===== src/verilog/riscv_isa_pkg.sv =====
`default_nettype none

package riscv_isa_pkg;

typedef logic [31:0] arch_width_t;
typedef logic [4:0] rf_addr_t;

localparam rf_addr_t RF_X0_ZERO = 5'd0;

typedef enum logic [6:0] {
    OPC7_R_TYPE = 7'b011_0011,
    OPC7_I_TYPE = 7'b001_0011,
    OPC7_LOAD   = 7'b000_0011,
    OPC7_STORE  = 7'b010_0011,
    OPC7_BRANCH = 7'b110_0011,
    OPC7_JAL    = 7'b110_1111,
    OPC7_JALR   = 7'b110_0111,
    OPC7_LUI    = 7'b011_0111,
    OPC7_AUIPC  = 7'b001_0111,
    OPC7_CUSTOM = 7'b000_1011, // custom-0, simd dot and widen
    OPC7_SYSTEM = 7'b111_0011
} opc7_t;

// one struct per base format, msb first
typedef struct packed {
    logic [6:0] fn7;
    rf_addr_t rs2;
    rf_addr_t rs1;
    logic [2:0] fn3;
    rf_addr_t rd;
    opc7_t opc7;
} inst_r_t;

typedef struct packed {
    logic [11:0] imm_11_0;
    rf_addr_t rs1;
    logic [2:0] fn3;
    rf_addr_t rd;
    opc7_t opc7;
} inst_i_t;

typedef struct packed {
    logic [6:0] imm_11_5;
    rf_addr_t rs2;
    rf_addr_t rs1;
    logic [2:0] fn3;
    logic [4:0] imm_4_0;
    opc7_t opc7;
} inst_s_t;

typedef struct packed {
    logic imm_12;
    logic [5:0] imm_10_5;
    rf_addr_t rs2;
    rf_addr_t rs1;
    logic [2:0] fn3;
    logic [3:0] imm_4_1;
    logic imm_11;
    opc7_t opc7;
} inst_b_t;

typedef struct packed {
    logic [19:0] imm_31_12;
    rf_addr_t rd;
    opc7_t opc7;
} inst_u_t;

typedef struct packed {
    logic imm_20;
    logic [9:0] imm_10_1;
    logic imm_11;
    logic [7:0] imm_19_12;
    rf_addr_t rd;
    opc7_t opc7;
} inst_j_t;

typedef union packed {
    inst_r_t r;
    inst_i_t i;
    inst_s_t s;
    inst_b_t b;
    inst_u_t u;
    inst_j_t j;
    arch_width_t raw;
} inst_t;

typedef enum logic {
    A_SEL_RS1 = 1'b0,
    A_SEL_PC  = 1'b1
} a_sel_t;

typedef enum logic {
    B_SEL_RS2 = 1'b0,
    B_SEL_IMM = 1'b1
} b_sel_t;

// {fn7[5], fn3}
typedef enum logic [3:0] {
    ALU_OP_ADD  = 4'b0000,
    ALU_OP_SLL  = 4'b0001,
    ALU_OP_SLT  = 4'b0010,
    ALU_OP_SLTU = 4'b0011,
    ALU_OP_XOR  = 4'b0100,
    ALU_OP_SRL  = 4'b0101,
    ALU_OP_OR   = 4'b0110,
    ALU_OP_AND  = 4'b0111,
    ALU_OP_SUB  = 4'b1000,
    ALU_OP_SRA  = 4'b1101
} alu_op_t;

typedef enum logic [1:0] {
    WB_SEL_EWB  = 2'd0,
    WB_SEL_DMEM = 2'd1,
    WB_SEL_SIMD = 2'd2
} wb_sel_t;

typedef enum logic [2:0] {
    EWB_SEL_ALU      = 3'd0,
    EWB_SEL_PC_INC4  = 3'd1,
    EWB_SEL_IMM_U    = 3'd2,
    EWB_SEL_CSR      = 3'd3,
    EWB_SEL_DATA_FMT = 3'd4
} ewb_sel_t;

typedef enum logic [1:0] {
    PC_SEL_INC4    = 2'd0,
    PC_SEL_JAL_BP  = 2'd1,
    PC_SEL_RESOLVE = 2'd2
} pc_sel_t;

endpackage

`default_nettype wire


===== src/verilog/frontend_pkg.sv =====
`default_nettype none

package frontend_pkg;

typedef struct packed {
    riscv_isa_pkg::arch_width_t pc;
    riscv_isa_pkg::inst_t inst;
} fetch_pkt_t;

// at most one flag set per instruction
typedef struct packed {
    logic load;
    logic store;
    logic branch;
    logic jal;
    logic jalr;
    logic mult;
    logic data_fmt;
    logic csr;
    logic illegal;
} itype_t;

typedef struct packed {
    logic rd;
    logic rs1;
    logic rs2;
} has_reg_t;

typedef struct packed {
    riscv_isa_pkg::arch_width_t pc;
    itype_t itype;
    riscv_isa_pkg::rf_addr_t rs1;
    riscv_isa_pkg::rf_addr_t rs2;
    riscv_isa_pkg::rf_addr_t rd;
    logic rd_we;
    riscv_isa_pkg::a_sel_t a_sel;
    riscv_isa_pkg::b_sel_t b_sel;
    riscv_isa_pkg::alu_op_t alu_op;
    riscv_isa_pkg::wb_sel_t wb_sel;
    riscv_isa_pkg::ewb_sel_t ewb_sel;
    riscv_isa_pkg::arch_width_t imm;
    has_reg_t has_reg;
    logic branch_u;
    logic dmem_en;
} decoded_t;

typedef struct packed {
    riscv_isa_pkg::pc_sel_t pc_sel;
    logic pc_we;
} fe_ctrl_t;

endpackage

`default_nettype wire


===== src/verilog/fetch_unit.sv =====
`timescale 1ns/1ps
`default_nettype none

module fetch_unit #(
    parameter int unsigned QUEUE_DEPTH = 4,
    parameter riscv_isa_pkg::arch_width_t RESET_PC = '0
) (
    input  logic clk,
    input  logic reset,
    output logic imem_req,
    output riscv_isa_pkg::arch_width_t imem_addr,
    input  riscv_isa_pkg::arch_width_t imem_rdata,
    input  logic credit_return,
    output logic fq_push,
    output frontend_pkg::fetch_pkt_t fq_pkt
);

localparam int CNT_W = $clog2(QUEUE_DEPTH + 1);

logic [CNT_W-1:0] credits;
logic issue;
riscv_isa_pkg::arch_width_t pc;
riscv_isa_pkg::arch_width_t req_pc;

// a credit coming back this cycle can be spent right away
assign issue = (credits != '0) || credit_return;

always_ff @(posedge clk) begin
    if (reset) begin
        pc <= RESET_PC;
        credits <= CNT_W'(QUEUE_DEPTH);
        imem_req <= 1'b0;
        fq_push <= 1'b0;
    end else begin
        if (issue) pc <= pc + 32'd4;
        credits <= credits - CNT_W'(issue) + CNT_W'(credit_return);
        imem_req <= issue;
        fq_push <= imem_req;
    end
end

always_ff @(posedge clk) begin
    if (issue) imem_addr <= pc;
    if (imem_req) req_pc <= imem_addr;
end

// memory data arrives the cycle after the request
assign fq_pkt.pc = req_pc;
assign fq_pkt.inst.raw = imem_rdata;

// queue must never return more credits than it has entries
credit_bound_a: assert property (
    @(posedge clk) disable iff (reset) credits <= CNT_W'(QUEUE_DEPTH)
) else $error("fetch credit count above queue depth");

endmodule

`default_nettype wire


===== src/verilog/fetch_queue.sv =====
`timescale 1ns/1ps
`default_nettype none

module fetch_queue #(
    parameter int unsigned QUEUE_DEPTH = 4
) (
    input  logic clk,
    input  logic reset,
    input  logic fq_push,
    input  frontend_pkg::fetch_pkt_t fq_pkt,
    input  logic fq_pop,
    output logic fq_valid,
    output frontend_pkg::fetch_pkt_t fq_head,
    output logic credit_return
);

localparam int PTR_W = $clog2(QUEUE_DEPTH);

frontend_pkg::fetch_pkt_t entries [QUEUE_DEPTH];
logic [PTR_W-1:0] wr_ptr;
logic [PTR_W-1:0] rd_ptr;
logic [PTR_W:0] count;
logic full;

assign full = (count == (PTR_W + 1)'(QUEUE_DEPTH));
assign fq_valid = (count != '0);
// show-ahead head entry
assign fq_head = entries[rd_ptr];

always_ff @(posedge clk) begin
    if (reset) begin
        wr_ptr <= '0;
        rd_ptr <= '0;
        count <= '0;
        credit_return <= 1'b0;
    end else begin
        if (fq_push) wr_ptr <= wr_ptr + 1'b1;
        if (fq_pop) rd_ptr <= rd_ptr + 1'b1;
        count <= count + (PTR_W + 1)'(fq_push) - (PTR_W + 1)'(fq_pop);
        // one credit per freed entry
        credit_return <= fq_pop;
    end
end

always_ff @(posedge clk) begin
    if (fq_push) entries[wr_ptr] <= fq_pkt;
end

// the fetch credit counter is what keeps pushes off a full queue
no_push_full_a: assert property (
    @(posedge clk) disable iff (reset) fq_push |-> !full
) else $error("push into full fetch queue");

no_pop_empty_a: assert property (
    @(posedge clk) disable iff (reset) fq_pop |-> fq_valid
) else $error("pop from empty fetch queue");

endmodule

`default_nettype wire


===== src/verilog/inst_decoder.sv =====
`timescale 1ns/1ps
`default_nettype none

module inst_decoder (
    input  riscv_isa_pkg::inst_t inst,
    input  riscv_isa_pkg::arch_width_t pc,
    output frontend_pkg::decoded_t decoded,
    output frontend_pkg::fe_ctrl_t fe_ctrl
);

riscv_isa_pkg::opc7_t opc7;
logic [2:0] fn3;
logic fn7_b5;
logic fn7_b0;
logic rd_nz;
riscv_isa_pkg::arch_width_t imm_i;
riscv_isa_pkg::arch_width_t imm_s;
riscv_isa_pkg::arch_width_t imm_b;
riscv_isa_pkg::arch_width_t imm_u;
riscv_isa_pkg::arch_width_t imm_j;
frontend_pkg::decoded_t d;
frontend_pkg::fe_ctrl_t fc;

assign opc7 = inst.r.opc7;
assign fn3 = inst.r.fn3;
assign fn7_b5 = inst.r.fn7[5];
assign fn7_b0 = inst.r.fn7[0];
assign rd_nz = (inst.r.rd != riscv_isa_pkg::RF_X0_ZERO);

// immediates, each from its own format view
assign imm_i = {{20{inst.i.imm_11_0[11]}}, inst.i.imm_11_0};
assign imm_s = {{20{inst.s.imm_11_5[6]}}, inst.s.imm_11_5, inst.s.imm_4_0};
assign imm_b = {{19{inst.b.imm_12}}, inst.b.imm_12, inst.b.imm_11,
                inst.b.imm_10_5, inst.b.imm_4_1, 1'b0};
assign imm_u = {inst.u.imm_31_12, 12'd0};
assign imm_j = {{11{inst.j.imm_20}}, inst.j.imm_20, inst.j.imm_19_12,
                inst.j.imm_11, inst.j.imm_10_1, 1'b0};

assign decoded = d;
assign fe_ctrl = fc;

always_comb begin
    d = '0;
    fc = '0;
    d.pc = pc;
    d.rs1 = inst.r.rs1;
    d.rs2 = inst.r.rs2;
    d.rd = inst.r.rd;

    // branch and jalr leave pc_we low, the target is resolved later
    case (opc7)
        riscv_isa_pkg::OPC7_R_TYPE: begin
            fc.pc_we = 1'b1;
            d.itype.mult = fn7_b0;
            d.alu_op = riscv_isa_pkg::alu_op_t'({fn7_b5, fn3});
            d.wb_sel = fn7_b0 ? riscv_isa_pkg::WB_SEL_SIMD : riscv_isa_pkg::WB_SEL_EWB;
            d.rd_we = rd_nz;
            d.has_reg = '{rd: 1'b1, rs1: 1'b1, rs2: 1'b1};
        end
        riscv_isa_pkg::OPC7_I_TYPE: begin
            fc.pc_we = 1'b1;
            d.b_sel = riscv_isa_pkg::B_SEL_IMM;
            // only shifts carry fn7[5]
            d.alu_op = (fn3[1:0] == 2'b01) ? riscv_isa_pkg::alu_op_t'({fn7_b5, fn3}) :
                                             riscv_isa_pkg::alu_op_t'({1'b0, fn3});
            d.imm = imm_i;
            d.rd_we = rd_nz;
            d.has_reg = '{rd: 1'b1, rs1: 1'b1, rs2: 1'b0};
        end
        riscv_isa_pkg::OPC7_LOAD: begin
            fc.pc_we = 1'b1;
            d.itype.load = 1'b1;
            d.imm = imm_i;
            d.dmem_en = 1'b1;
            d.wb_sel = riscv_isa_pkg::WB_SEL_DMEM;
            d.rd_we = rd_nz;
            d.has_reg = '{rd: 1'b1, rs1: 1'b1, rs2: 1'b0};
        end
        riscv_isa_pkg::OPC7_STORE: begin
            fc.pc_we = 1'b1;
            d.itype.store = 1'b1;
            d.imm = imm_s;
            d.dmem_en = 1'b1;
            d.has_reg = '{rd: 1'b0, rs1: 1'b1, rs2: 1'b1};
        end
        riscv_isa_pkg::OPC7_BRANCH: begin
            d.itype.branch = 1'b1;
            d.imm = imm_b;
            d.branch_u = fn3[1];
            d.has_reg = '{rd: 1'b0, rs1: 1'b1, rs2: 1'b1};
        end
        riscv_isa_pkg::OPC7_JAL: begin
            fc.pc_sel = riscv_isa_pkg::PC_SEL_JAL_BP;
            fc.pc_we = 1'b1;
            d.itype.jal = 1'b1;
            d.imm = imm_j;
            d.ewb_sel = riscv_isa_pkg::EWB_SEL_PC_INC4;
            d.rd_we = rd_nz;
            d.has_reg = '{rd: 1'b1, rs1: 1'b0, rs2: 1'b0};
        end
        riscv_isa_pkg::OPC7_JALR: begin
            d.itype.jalr = 1'b1;
            d.b_sel = riscv_isa_pkg::B_SEL_IMM;
            d.imm = imm_i;
            d.ewb_sel = riscv_isa_pkg::EWB_SEL_PC_INC4;
            d.rd_we = rd_nz;
            d.has_reg = '{rd: 1'b1, rs1: 1'b1, rs2: 1'b0};
        end
        riscv_isa_pkg::OPC7_LUI: begin
            fc.pc_we = 1'b1;
            d.b_sel = riscv_isa_pkg::B_SEL_IMM;
            d.imm = imm_u;
            d.ewb_sel = riscv_isa_pkg::EWB_SEL_IMM_U;
            d.rd_we = rd_nz;
            d.has_reg = '{rd: 1'b1, rs1: 1'b0, rs2: 1'b0};
        end
        riscv_isa_pkg::OPC7_AUIPC: begin
            fc.pc_we = 1'b1;
            d.a_sel = riscv_isa_pkg::A_SEL_PC;
            d.b_sel = riscv_isa_pkg::B_SEL_IMM;
            d.imm = imm_u;
            d.rd_we = rd_nz;
            d.has_reg = '{rd: 1'b1, rs1: 1'b0, rs2: 1'b0};
        end
        riscv_isa_pkg::OPC7_CUSTOM: begin
            fc.pc_we = 1'b1;
            d.rd_we = rd_nz;
            d.has_reg = '{rd: 1'b1, rs1: 1'b1, rs2: 1'b1};
            // fn3[0] picks widen over dot product
            if (fn3[0]) begin
                d.itype.data_fmt = 1'b1;
                d.ewb_sel = riscv_isa_pkg::EWB_SEL_DATA_FMT;
            end else begin
                d.itype.mult = 1'b1;
                d.wb_sel = riscv_isa_pkg::WB_SEL_SIMD;
            end
        end
        riscv_isa_pkg::OPC7_SYSTEM: begin
            fc.pc_we = 1'b1;
            d.itype.csr = 1'b1;
            d.ewb_sel = riscv_isa_pkg::EWB_SEL_CSR;
            d.rd_we = rd_nz;
            // immediate forms take uimm in the rs1 field
            d.has_reg = '{rd: 1'b1, rs1: !fn3[2], rs2: 1'b0};
        end
        default: begin
            d.itype.illegal = 1'b1;
        end
    endcase
end

endmodule

`default_nettype wire


===== src/verilog/decode_stage.sv =====
`timescale 1ns/1ps
`default_nettype none

module decode_stage (
    input  logic clk,
    input  logic reset,
    input  logic fq_valid,
    input  frontend_pkg::fetch_pkt_t fq_head,
    output logic fq_pop,
    output logic dec_valid,
    input  logic dec_ready,
    output frontend_pkg::decoded_t dec_out,
    output frontend_pkg::fe_ctrl_t fe_ctrl
);

frontend_pkg::decoded_t dec_next;
frontend_pkg::fe_ctrl_t fe_ctrl_next;

inst_decoder i_inst_decoder (
    .inst(fq_head.inst),
    .pc(fq_head.pc),
    .decoded(dec_next),
    .fe_ctrl(fe_ctrl_next)
);

// take a new word when the output register is empty or draining
assign fq_pop = fq_valid && (!dec_valid || dec_ready);

always_ff @(posedge clk) begin
    if (reset) begin
        dec_valid <= 1'b0;
    end else if (fq_pop) begin
        dec_valid <= 1'b1;
    end else if (dec_ready) begin
        dec_valid <= 1'b0;
    end
end

always_ff @(posedge clk) begin
    if (fq_pop) begin
        dec_out <= dec_next;
        fe_ctrl <= fe_ctrl_next;
    end
end

stall_hold_a: assert property (
    @(posedge clk) disable iff (reset)
    dec_valid && !dec_ready |=> dec_valid && $stable(dec_out) && $stable(fe_ctrl)
) else $error("decode output changed while stalled");

endmodule

`default_nettype wire


===== src/verilog/frontend_top.sv =====
`timescale 1ns/1ps
`default_nettype none

module frontend_top #(
    parameter int unsigned QUEUE_DEPTH = 4,
    parameter riscv_isa_pkg::arch_width_t RESET_PC = '0
) (
    input  logic clk,
    input  logic reset,
    output logic imem_req,
    output riscv_isa_pkg::arch_width_t imem_addr,
    input  riscv_isa_pkg::arch_width_t imem_rdata,
    output logic dec_valid,
    input  logic dec_ready,
    output frontend_pkg::decoded_t dec_out,
    output frontend_pkg::fe_ctrl_t fe_ctrl
);

logic fq_push;
frontend_pkg::fetch_pkt_t fq_pkt;
logic credit_return;
logic fq_pop;
logic fq_valid;
frontend_pkg::fetch_pkt_t fq_head;

fetch_unit #(
    .QUEUE_DEPTH(QUEUE_DEPTH),
    .RESET_PC(RESET_PC)
) i_fetch_unit (
    .clk(clk),
    .reset(reset),
    .imem_req(imem_req),
    .imem_addr(imem_addr),
    .imem_rdata(imem_rdata),
    .credit_return(credit_return),
    .fq_push(fq_push),
    .fq_pkt(fq_pkt)
);

fetch_queue #(
    .QUEUE_DEPTH(QUEUE_DEPTH)
) i_fetch_queue (
    .clk(clk),
    .reset(reset),
    .fq_push(fq_push),
    .fq_pkt(fq_pkt),
    .fq_pop(fq_pop),
    .fq_valid(fq_valid),
    .fq_head(fq_head),
    .credit_return(credit_return)
);

decode_stage i_decode_stage (
    .clk(clk),
    .reset(reset),
    .fq_valid(fq_valid),
    .fq_head(fq_head),
    .fq_pop(fq_pop),
    .dec_valid(dec_valid),
    .dec_ready(dec_ready),
    .dec_out(dec_out),
    .fe_ctrl(fe_ctrl)
);

endmodule

`default_nettype wire


===== config.mk =====
export PLATFORM = sky130hd
export DESIGN_NAME = frontend_top
export DESIGN_NICKNAME = d
export VERILOG_FILES = /design/src/verilog/riscv_isa_pkg.sv /design/src/verilog/frontend_pkg.sv /design/src/verilog/fetch_unit.sv /design/src/verilog/fetch_queue.sv /design/src/verilog/inst_decoder.sv /design/src/verilog/decode_stage.sv /design/src/verilog/frontend_top.sv
export SDC_FILE = /design/constraint.sdc
export NUM_CORES = 1
export LEC_CHECK = 0
export ABC_AREA = 1
export BUFFER_PORTS_ARGS = -buffer_cell sky130_fd_sc_hd__buf_4
export CAP_MARGIN = 20
export CORE_AREA = 3 3 183 185
export CTS_BUF_LIST = sky130_fd_sc_hd__clkbuf_4
export DETAILED_ROUTE_END_ITERATION = 10
export DIE_AREA = 0 0 186 188
export PLACE_DENSITY = 0.78
export SETUP_SLACK_MARGIN = 0.3
export SYNTH_ARGS = -nofsm -noshare
export SYNTH_HDL_FRONTEND = slang
export SYNTH_SLANG_ARGS = --single-unit

===== constraint.sdc =====
create_clock -name clk -period 8.7 [get_ports clk]
set_input_delay 2.175 -clock clk [delete_from_list [all_inputs] [get_ports clk]]
set_output_delay 2.175 -clock clk [all_outputs]
set_load 0.005 [all_outputs]

## After elaboration in Yosys (flattened, before gate mapping)

Memories as Yosys holds them, arrays and structs flattened. A register that Yosys moved wholly into a read port is not among the register bits.
Cells that the tools add are included.
W data, S select, Z words.

| storage, ports and cells | value |
|---|---|
| flip-flop bits (word level) | 218 |
| RAM bits | 256 |
| bits of input ports | 35 |
| output and inout bits | 142 |
| logic and storage cells | 108 |
| memories | 1 |

| cells by class | value |
|---|---|
| add/subtract/negate cells | 7 |
| equal/unequal tests | 12 |
| mux-type cells | 30 |
| reductions and logical operators | 20 |

Memories:

| memory | depth | width | read ports | clocked after Yosys merged registers in | wr ports | RTL line | text |
|---|---|---|---|---|---|---|---|
| i_fetch_queue.entries | 4 | 64 | 1 | 1 | 1 | fetch_queue.sv:19 | `frontend_pkg::fetch_pkt_t entries [QUEUE_DEPTH];` |

Operators by type and width:

| operator | number |
|---|---|
| $pmux W32 S5 | 1 |
| $add A32 B3 Y32 const B | 1 |
| $eq A7 B7 Y1 const B | 4 |
| $eq A7 B6 Y1 const B | 3 |
| $mux W1 | 18 |
| $reduce_or A9 Y1 | 2 |
| $pmux W3 S5 | 1 |
| $eq A7 B5 Y1 const B | 2 |
| $pmux W3 S4 | 1 |
| $reduce_or A11 Y1 | 1 |
| $reduce_or A2 Y1 | 5 |
| $mux W2 | 4 |
| $pmux W4 S2 | 1 |
| $eq A7 B2 Y1 const B | 1 |
| $eq A7 B4 Y1 const B | 1 |
| $add A3 B1 Y3 | 2 |
| $pmux W2 S3 | 1 |
| $reduce_bool A3 Y1 | 2 |
| $reduce_or A3 Y1 | 2 |
| $sub A3 B1 Y3 | 2 |
| $reduce_bool A5 Y1 | 1 |
| $add A2 B1 Y2 const B | 2 |
| $mux W4 | 1 |
| $reduce_or A4 Y1 | 1 |
| 7 further kinds | 9 |

## Logic depth before layout (Yosys ltp)

| logic depth | value |
|---|---|
| depth after elaboration | 5 |
| mapped depth | 14 |
| mapped depth without buffers | 12 |

## By module

From an unflattened synthesis, not the netlist that was laid out.

| unflattened totals | value |
|---|---|
| cells, all modules | 1538 |
| area total of the unflattened synthesis | 19000.7 µm² |

By module, submodules not included:

| module | times used | cells each | area each (µm²) | sequential area each (µm²) |
|---|---|---|---|---|
| fetch_queue | 1 | 804 | 10456.3 | 7887.6 |
| fetch_unit | 1 | 385 | 3970.1 | 2502.4 |
| decode_stage | 1 | 114 | 3290.7 | 3263.1 |
| inst_decoder | 1 | 235 | 1283.7 | 0.0 |

## Worst setup path after synthesis

OpenSTA, ideal clock, no wires.

| path | value |
|---|---|
| kind | input to register |
| start point | in dec_ready |
| end point | reg i_fetch_queue.count[1] |
| library setup time | 0.128 ns |
| arrival | 8.958 ns |
| required time | 8.572 ns |
| setup slack | -0.386 ns |
| cell stages on the path | 8 |
| path buffers | 0 |
| path through | nor2_1 > a21oi_1 > ha_1 > inv_1 > ha_1 > fa_1 > inv_1 > nor2_1 |

| on the way | value |
|---|---|
| word-level cells in the longest chain between the ends | 3 |

Ends and longest elaborated chain:

| what | RTL line | text |
|---|---|---|
| start, declared | frontend_top.sv:14 | `input logic dec_ready,` |
| $logic_or A1 B1 Y1 | decode_stage.sv:27 | `assign fq_pop = fq_valid && (!dec_valid \|\| dec_ready);` |
| $logic_and A1 B1 Y1 | decode_stage.sv:27 |  |
| net fq_pop | frontend_top.sv:22 | `logic fq_pop;` |
| $sub A3 B1 Y3 | fetch_queue.sv:39 | `count <= count + (PTR_W + 1)'(fq_push) - (PTR_W + 1)'(fq_pop);` |
| end signal, assigned | fetch_queue.sv:39 |  |
| end, declared | fetch_queue.sv:22 | `logic [PTR_W:0] count;` |

The timed path passes the listed nets, and every way through them passes these cells.
A chain may end at the register's enable or synchronous reset.

## Worst setup path after layout

| path | value |
|---|---|
| start point | reg i_fetch_unit.imem_addr[22] |
| end point | out imem_addr[22] |

RTL lines:

| what | RTL line | text |
|---|---|---|
| start, declared | fetch_unit.sv:11 | `output riscv_isa_pkg::arch_width_t imem_addr,` |
| start signal, assigned | fetch_unit.sv:43 | `if (issue) imem_addr <= pc;` |
| end, declared | frontend_top.sv:11 | `output riscv_isa_pkg::arch_width_t imem_addr,` |

No word-level cell between the ends.

==> impl_metrics.csv <==
group,metric,value,unit
status,status,"completed",
grt,antenna_found_initial,1,
sta,drv_slew,0,
pwr,intPower,4.51,mW
synth,yosysWarningCount,0,
grt,grt_pass1_wl,57500,um
sta,min_period_over_period,0.404,
sta,finalSetupViolations,0,
grt,track_usage,0.208,
worst_setup_path,start_kind,"flip-flop",
cts,insertion_delay,0.73,ns
synth,synth_edf_count,411,
sta,finalCriticalPeriod,3.52,ns
worst_setup_path,rr_endpoint,"i_decode_stage.dec_out[31]",
hold_path,min_to,"i_fetch_unit.req_pc[23]",
worst_setup_path,cpPeakStageDelay,0.47,ns
cts,clockBufferDepth,3,
synth,synthTopCellsByArea,"edfxtp_1 70%, nand2_1 5.5%, dfxtp_1 5.2%",
sta,fin_ws,5.18,ns
cts,cts_made_buffers,108,
grt,use_met1,0.269,
final_layout,nFillCells,2427,
detailed_routing,drtIter0Drc,759,
detailed_routing,firstDrtPassIters,5,
synth,synth_flop_cell,"edfxtp_1",
place,gp_congestion,0.869,
worst_setup_path,r2r_cells,10,
cts,ctsHoldBuffers,0,
cts,clockRootBuffer,"clkbuf_4",
pwr,power_switching,2.10,mW
die,die_h,188,um
flow_run,maxCapViolations,0,
worst_setup_path,crit_arrival,1.34,ns
grt,top_usage_layer,"met2",
sta,fmax,284,MHz
place,hpwl,21900,um
cts,ctsResizeCount,0,
synth,netlist.area_leader.share,0.701,
worst_setup_path,critPathLaunch,"i_fetch_unit.imem_addr[22]",
synth,ys_types,39,
cts,cts.clk_slew.worst_paths,0.07,ns
cts,cts_setup_buffers,0,
pwr,clock_power_share,0.246,
detailed_routing,wire_per_inst,17.3,um
sta,totalNegativeSetupSlack,0,ns
worst_setup_path,reg2reg_slack,5.59,ns
sta,worstMarginPinSlew,0.976,ns
worst_setup_path,cp-end-kind,"output pin",
detailed_routing,drtAntennaViolNets,0,
sta,slew_headroom,0.349,
worst_setup_path,critPathMaxFanout,2,
die,die_w,186,um
synth,syn-mean-instance-area,12.8,um2
grt,gr-usage-met3,0.0415,
final_layout,seqCellArea,13300,um2
hold_path,hold_path_class,"reg2reg",
final_layout,area_growth,16.8,%
final_layout,layout.nets,1649,
place,dp_cells,1901,
synth,ys_ff_latch,457,
detailed_routing,via_per_inst,5.38,
cts,htree_levels,3,
detailed_routing,drt-total-wl,36300,um
grt,grt_pass1_vias,11200,
synth,async_flop_share,0,
pwr,swShare,0.318,
sta,rsz0062_at_grt,"false",
final_layout,stdcell_count,2097,
hold_path,min_from,"i_fetch_unit.imem_addr[23]",
pwr,power.density,322,nW/um2
place,dp_slack,4.32,ns
detailed_routing,vias,11300,
cts,cts.sinks,457,
hold_path,hold_depth,0,
grt,grt_max_degree,124,
detailed_routing,drc,0,
final_layout,multi_input_area,3760,um2
grt,grt_use_met2,0.350,
synth,ys_seq_area_frac,0.753,
pwr,total_power,6.62,mW
grt,overflow,0,
sta,fin_skew,0.0575,ns
pwr,share_seq_of_total_power,0.489,
worst_setup_path,cp_cell_sequence,"buf_4",
final_layout,final_layout_size_suffix_gt1_frac,0.223,
synth,yosys.area.top_type,"edfxtp_1",
pwr,power.share.combinational,0.264,
die,dieArea,35000,um2
synth,syn_area,17600,um2
die,initial_core_util,0.547,
sta,final-hold-violation-count,0,
worst_setup_path,crit_family,"flip-flops",
synth,syn_inst,1372,
pwr,total_leakage_power,7.95,nW
final_layout,post-route-util,0.638,
final_layout,final_cell_mix,"411 x edfxtp_1, 259 x nand2_1, 182 x buf_4",
place,port_buffers,171,
cts,tritoncts,"done",
die,io_pins,177,
worst_setup_path,critPathKind,"reg2out",
worst_setup_path,cp_num_buf_inv,1,
pwr,vdd_ir_drop_max,0.000221,V
worst_setup_path,slowest_stage,"edfxtp_1",
worst_setup_path,worstPathRequired,6.53,ns
die,fp-row-count,66,
die,core_area,32200,um2
final_layout,mostFrequentLayoutCell,"edfxtp_1",
## cell usage after synthesis (7+ instances only)
library cell  count
o22ai_1          47
nor2_1          162
xor2_1            8
o21ai_0         112
dfxtp_1          46
a21oi_1          42
clkbuf_1         26
nand4_1           7
edfxtp_1        411
nand2_2           8
inv_1            66
nor3_1           13
nand3_1          71
ha_1              7
nand2_1         259
buf_2            17
nand3b_1         15
buf_4            17
## how the worst max path moves through the flow
stage	end	cells past startpoint
finish	imem_addr[22]	1
global route	imem_addr[22]	1
CTS	i_decode_stage.dec_out[26]	4
detailed placement	i_decode_stage.dec_out[8]	4
global placement	i_decode_stage.dec_out[17]	4
floorplan	i_fetch_queue.count[1]	8
## per-layer routing
| layer | up-vias | share of wire |
|---|---|---|
| li1 | 5394 | - |
| met1 | 5406 | 0.41 |
| met2 | 421 | 0.50 |
| met3 | 70 | 0.067 |
| met4 | 0 | 0.021 |
| met5 | - | 0 |
## flip-flops by register name, indices dropped and copies added, names as in the netlist, 2 cells and up, named ones only
name	cells
i_decode_stage.dec_out	102
i_fetch_queue.count	3
i_fetch_queue.entries	248
i_fetch_queue.rd_ptr	2
i_fetch_queue.wr_ptr	2
i_fetch_unit.credits	3
i_fetch_unit.imem_addr	30
i_fetch_unit.pc	30
i_fetch_unit.req_pc	30
## logic make-up after synthesis
group,after synthesis,share of synthesized area
DFF,457,0.753
AOI/OAI and AO/OA,209,0.0641
and+or+nand+nor,550,0.134
adders and majority gates,9,0.00725
buffers and inverters,134,0.0348
other,1,0.000213
xor gates and xnor gates,12,0.00597
## final cells by class
| cell class | count | share of cell area |
|---|---|---|
| multi-input cells | 785 | 0.183 |
| flip-flops and latches | 457 | 0.645 |
| diodes | 1 | 0.000122 |
| inverters | 69 | 0.0127 |
| clock inverters | 44 | 0.0103 |
| clock buffers | 149 | 0.0544 |
| well taps | 408 | 0.0248 |
| repair buffers | 184 | 0.0691 |
## per-stage QoR
| step | instance area, um2 | hold WS (ns) |
|---|---|---|
| global route | 20600 | 0.456 |
| global placement | 19200 | 0.443 |
| CTS | 20500 | 0.464 |
| detailed placement | 19200 | 0.459 |
| finish | 20600 | 0.472 |
| floorplan | 17600 | 0.430 |
## power by group through the flow
stage          logic, mW  clock network [mW]  registers, mW
2_1_floorplan      0.926                   0           3.29
3_3_place_gp        1.67                   0           3.28
3_5_place_dp        1.73                   0           3.29
4_1_cts             1.74                1.67           3.25
5_1_grt             1.94                1.80           3.28
6_report            1.75                1.63           3.24
Power figures use the tool's default switching activity.
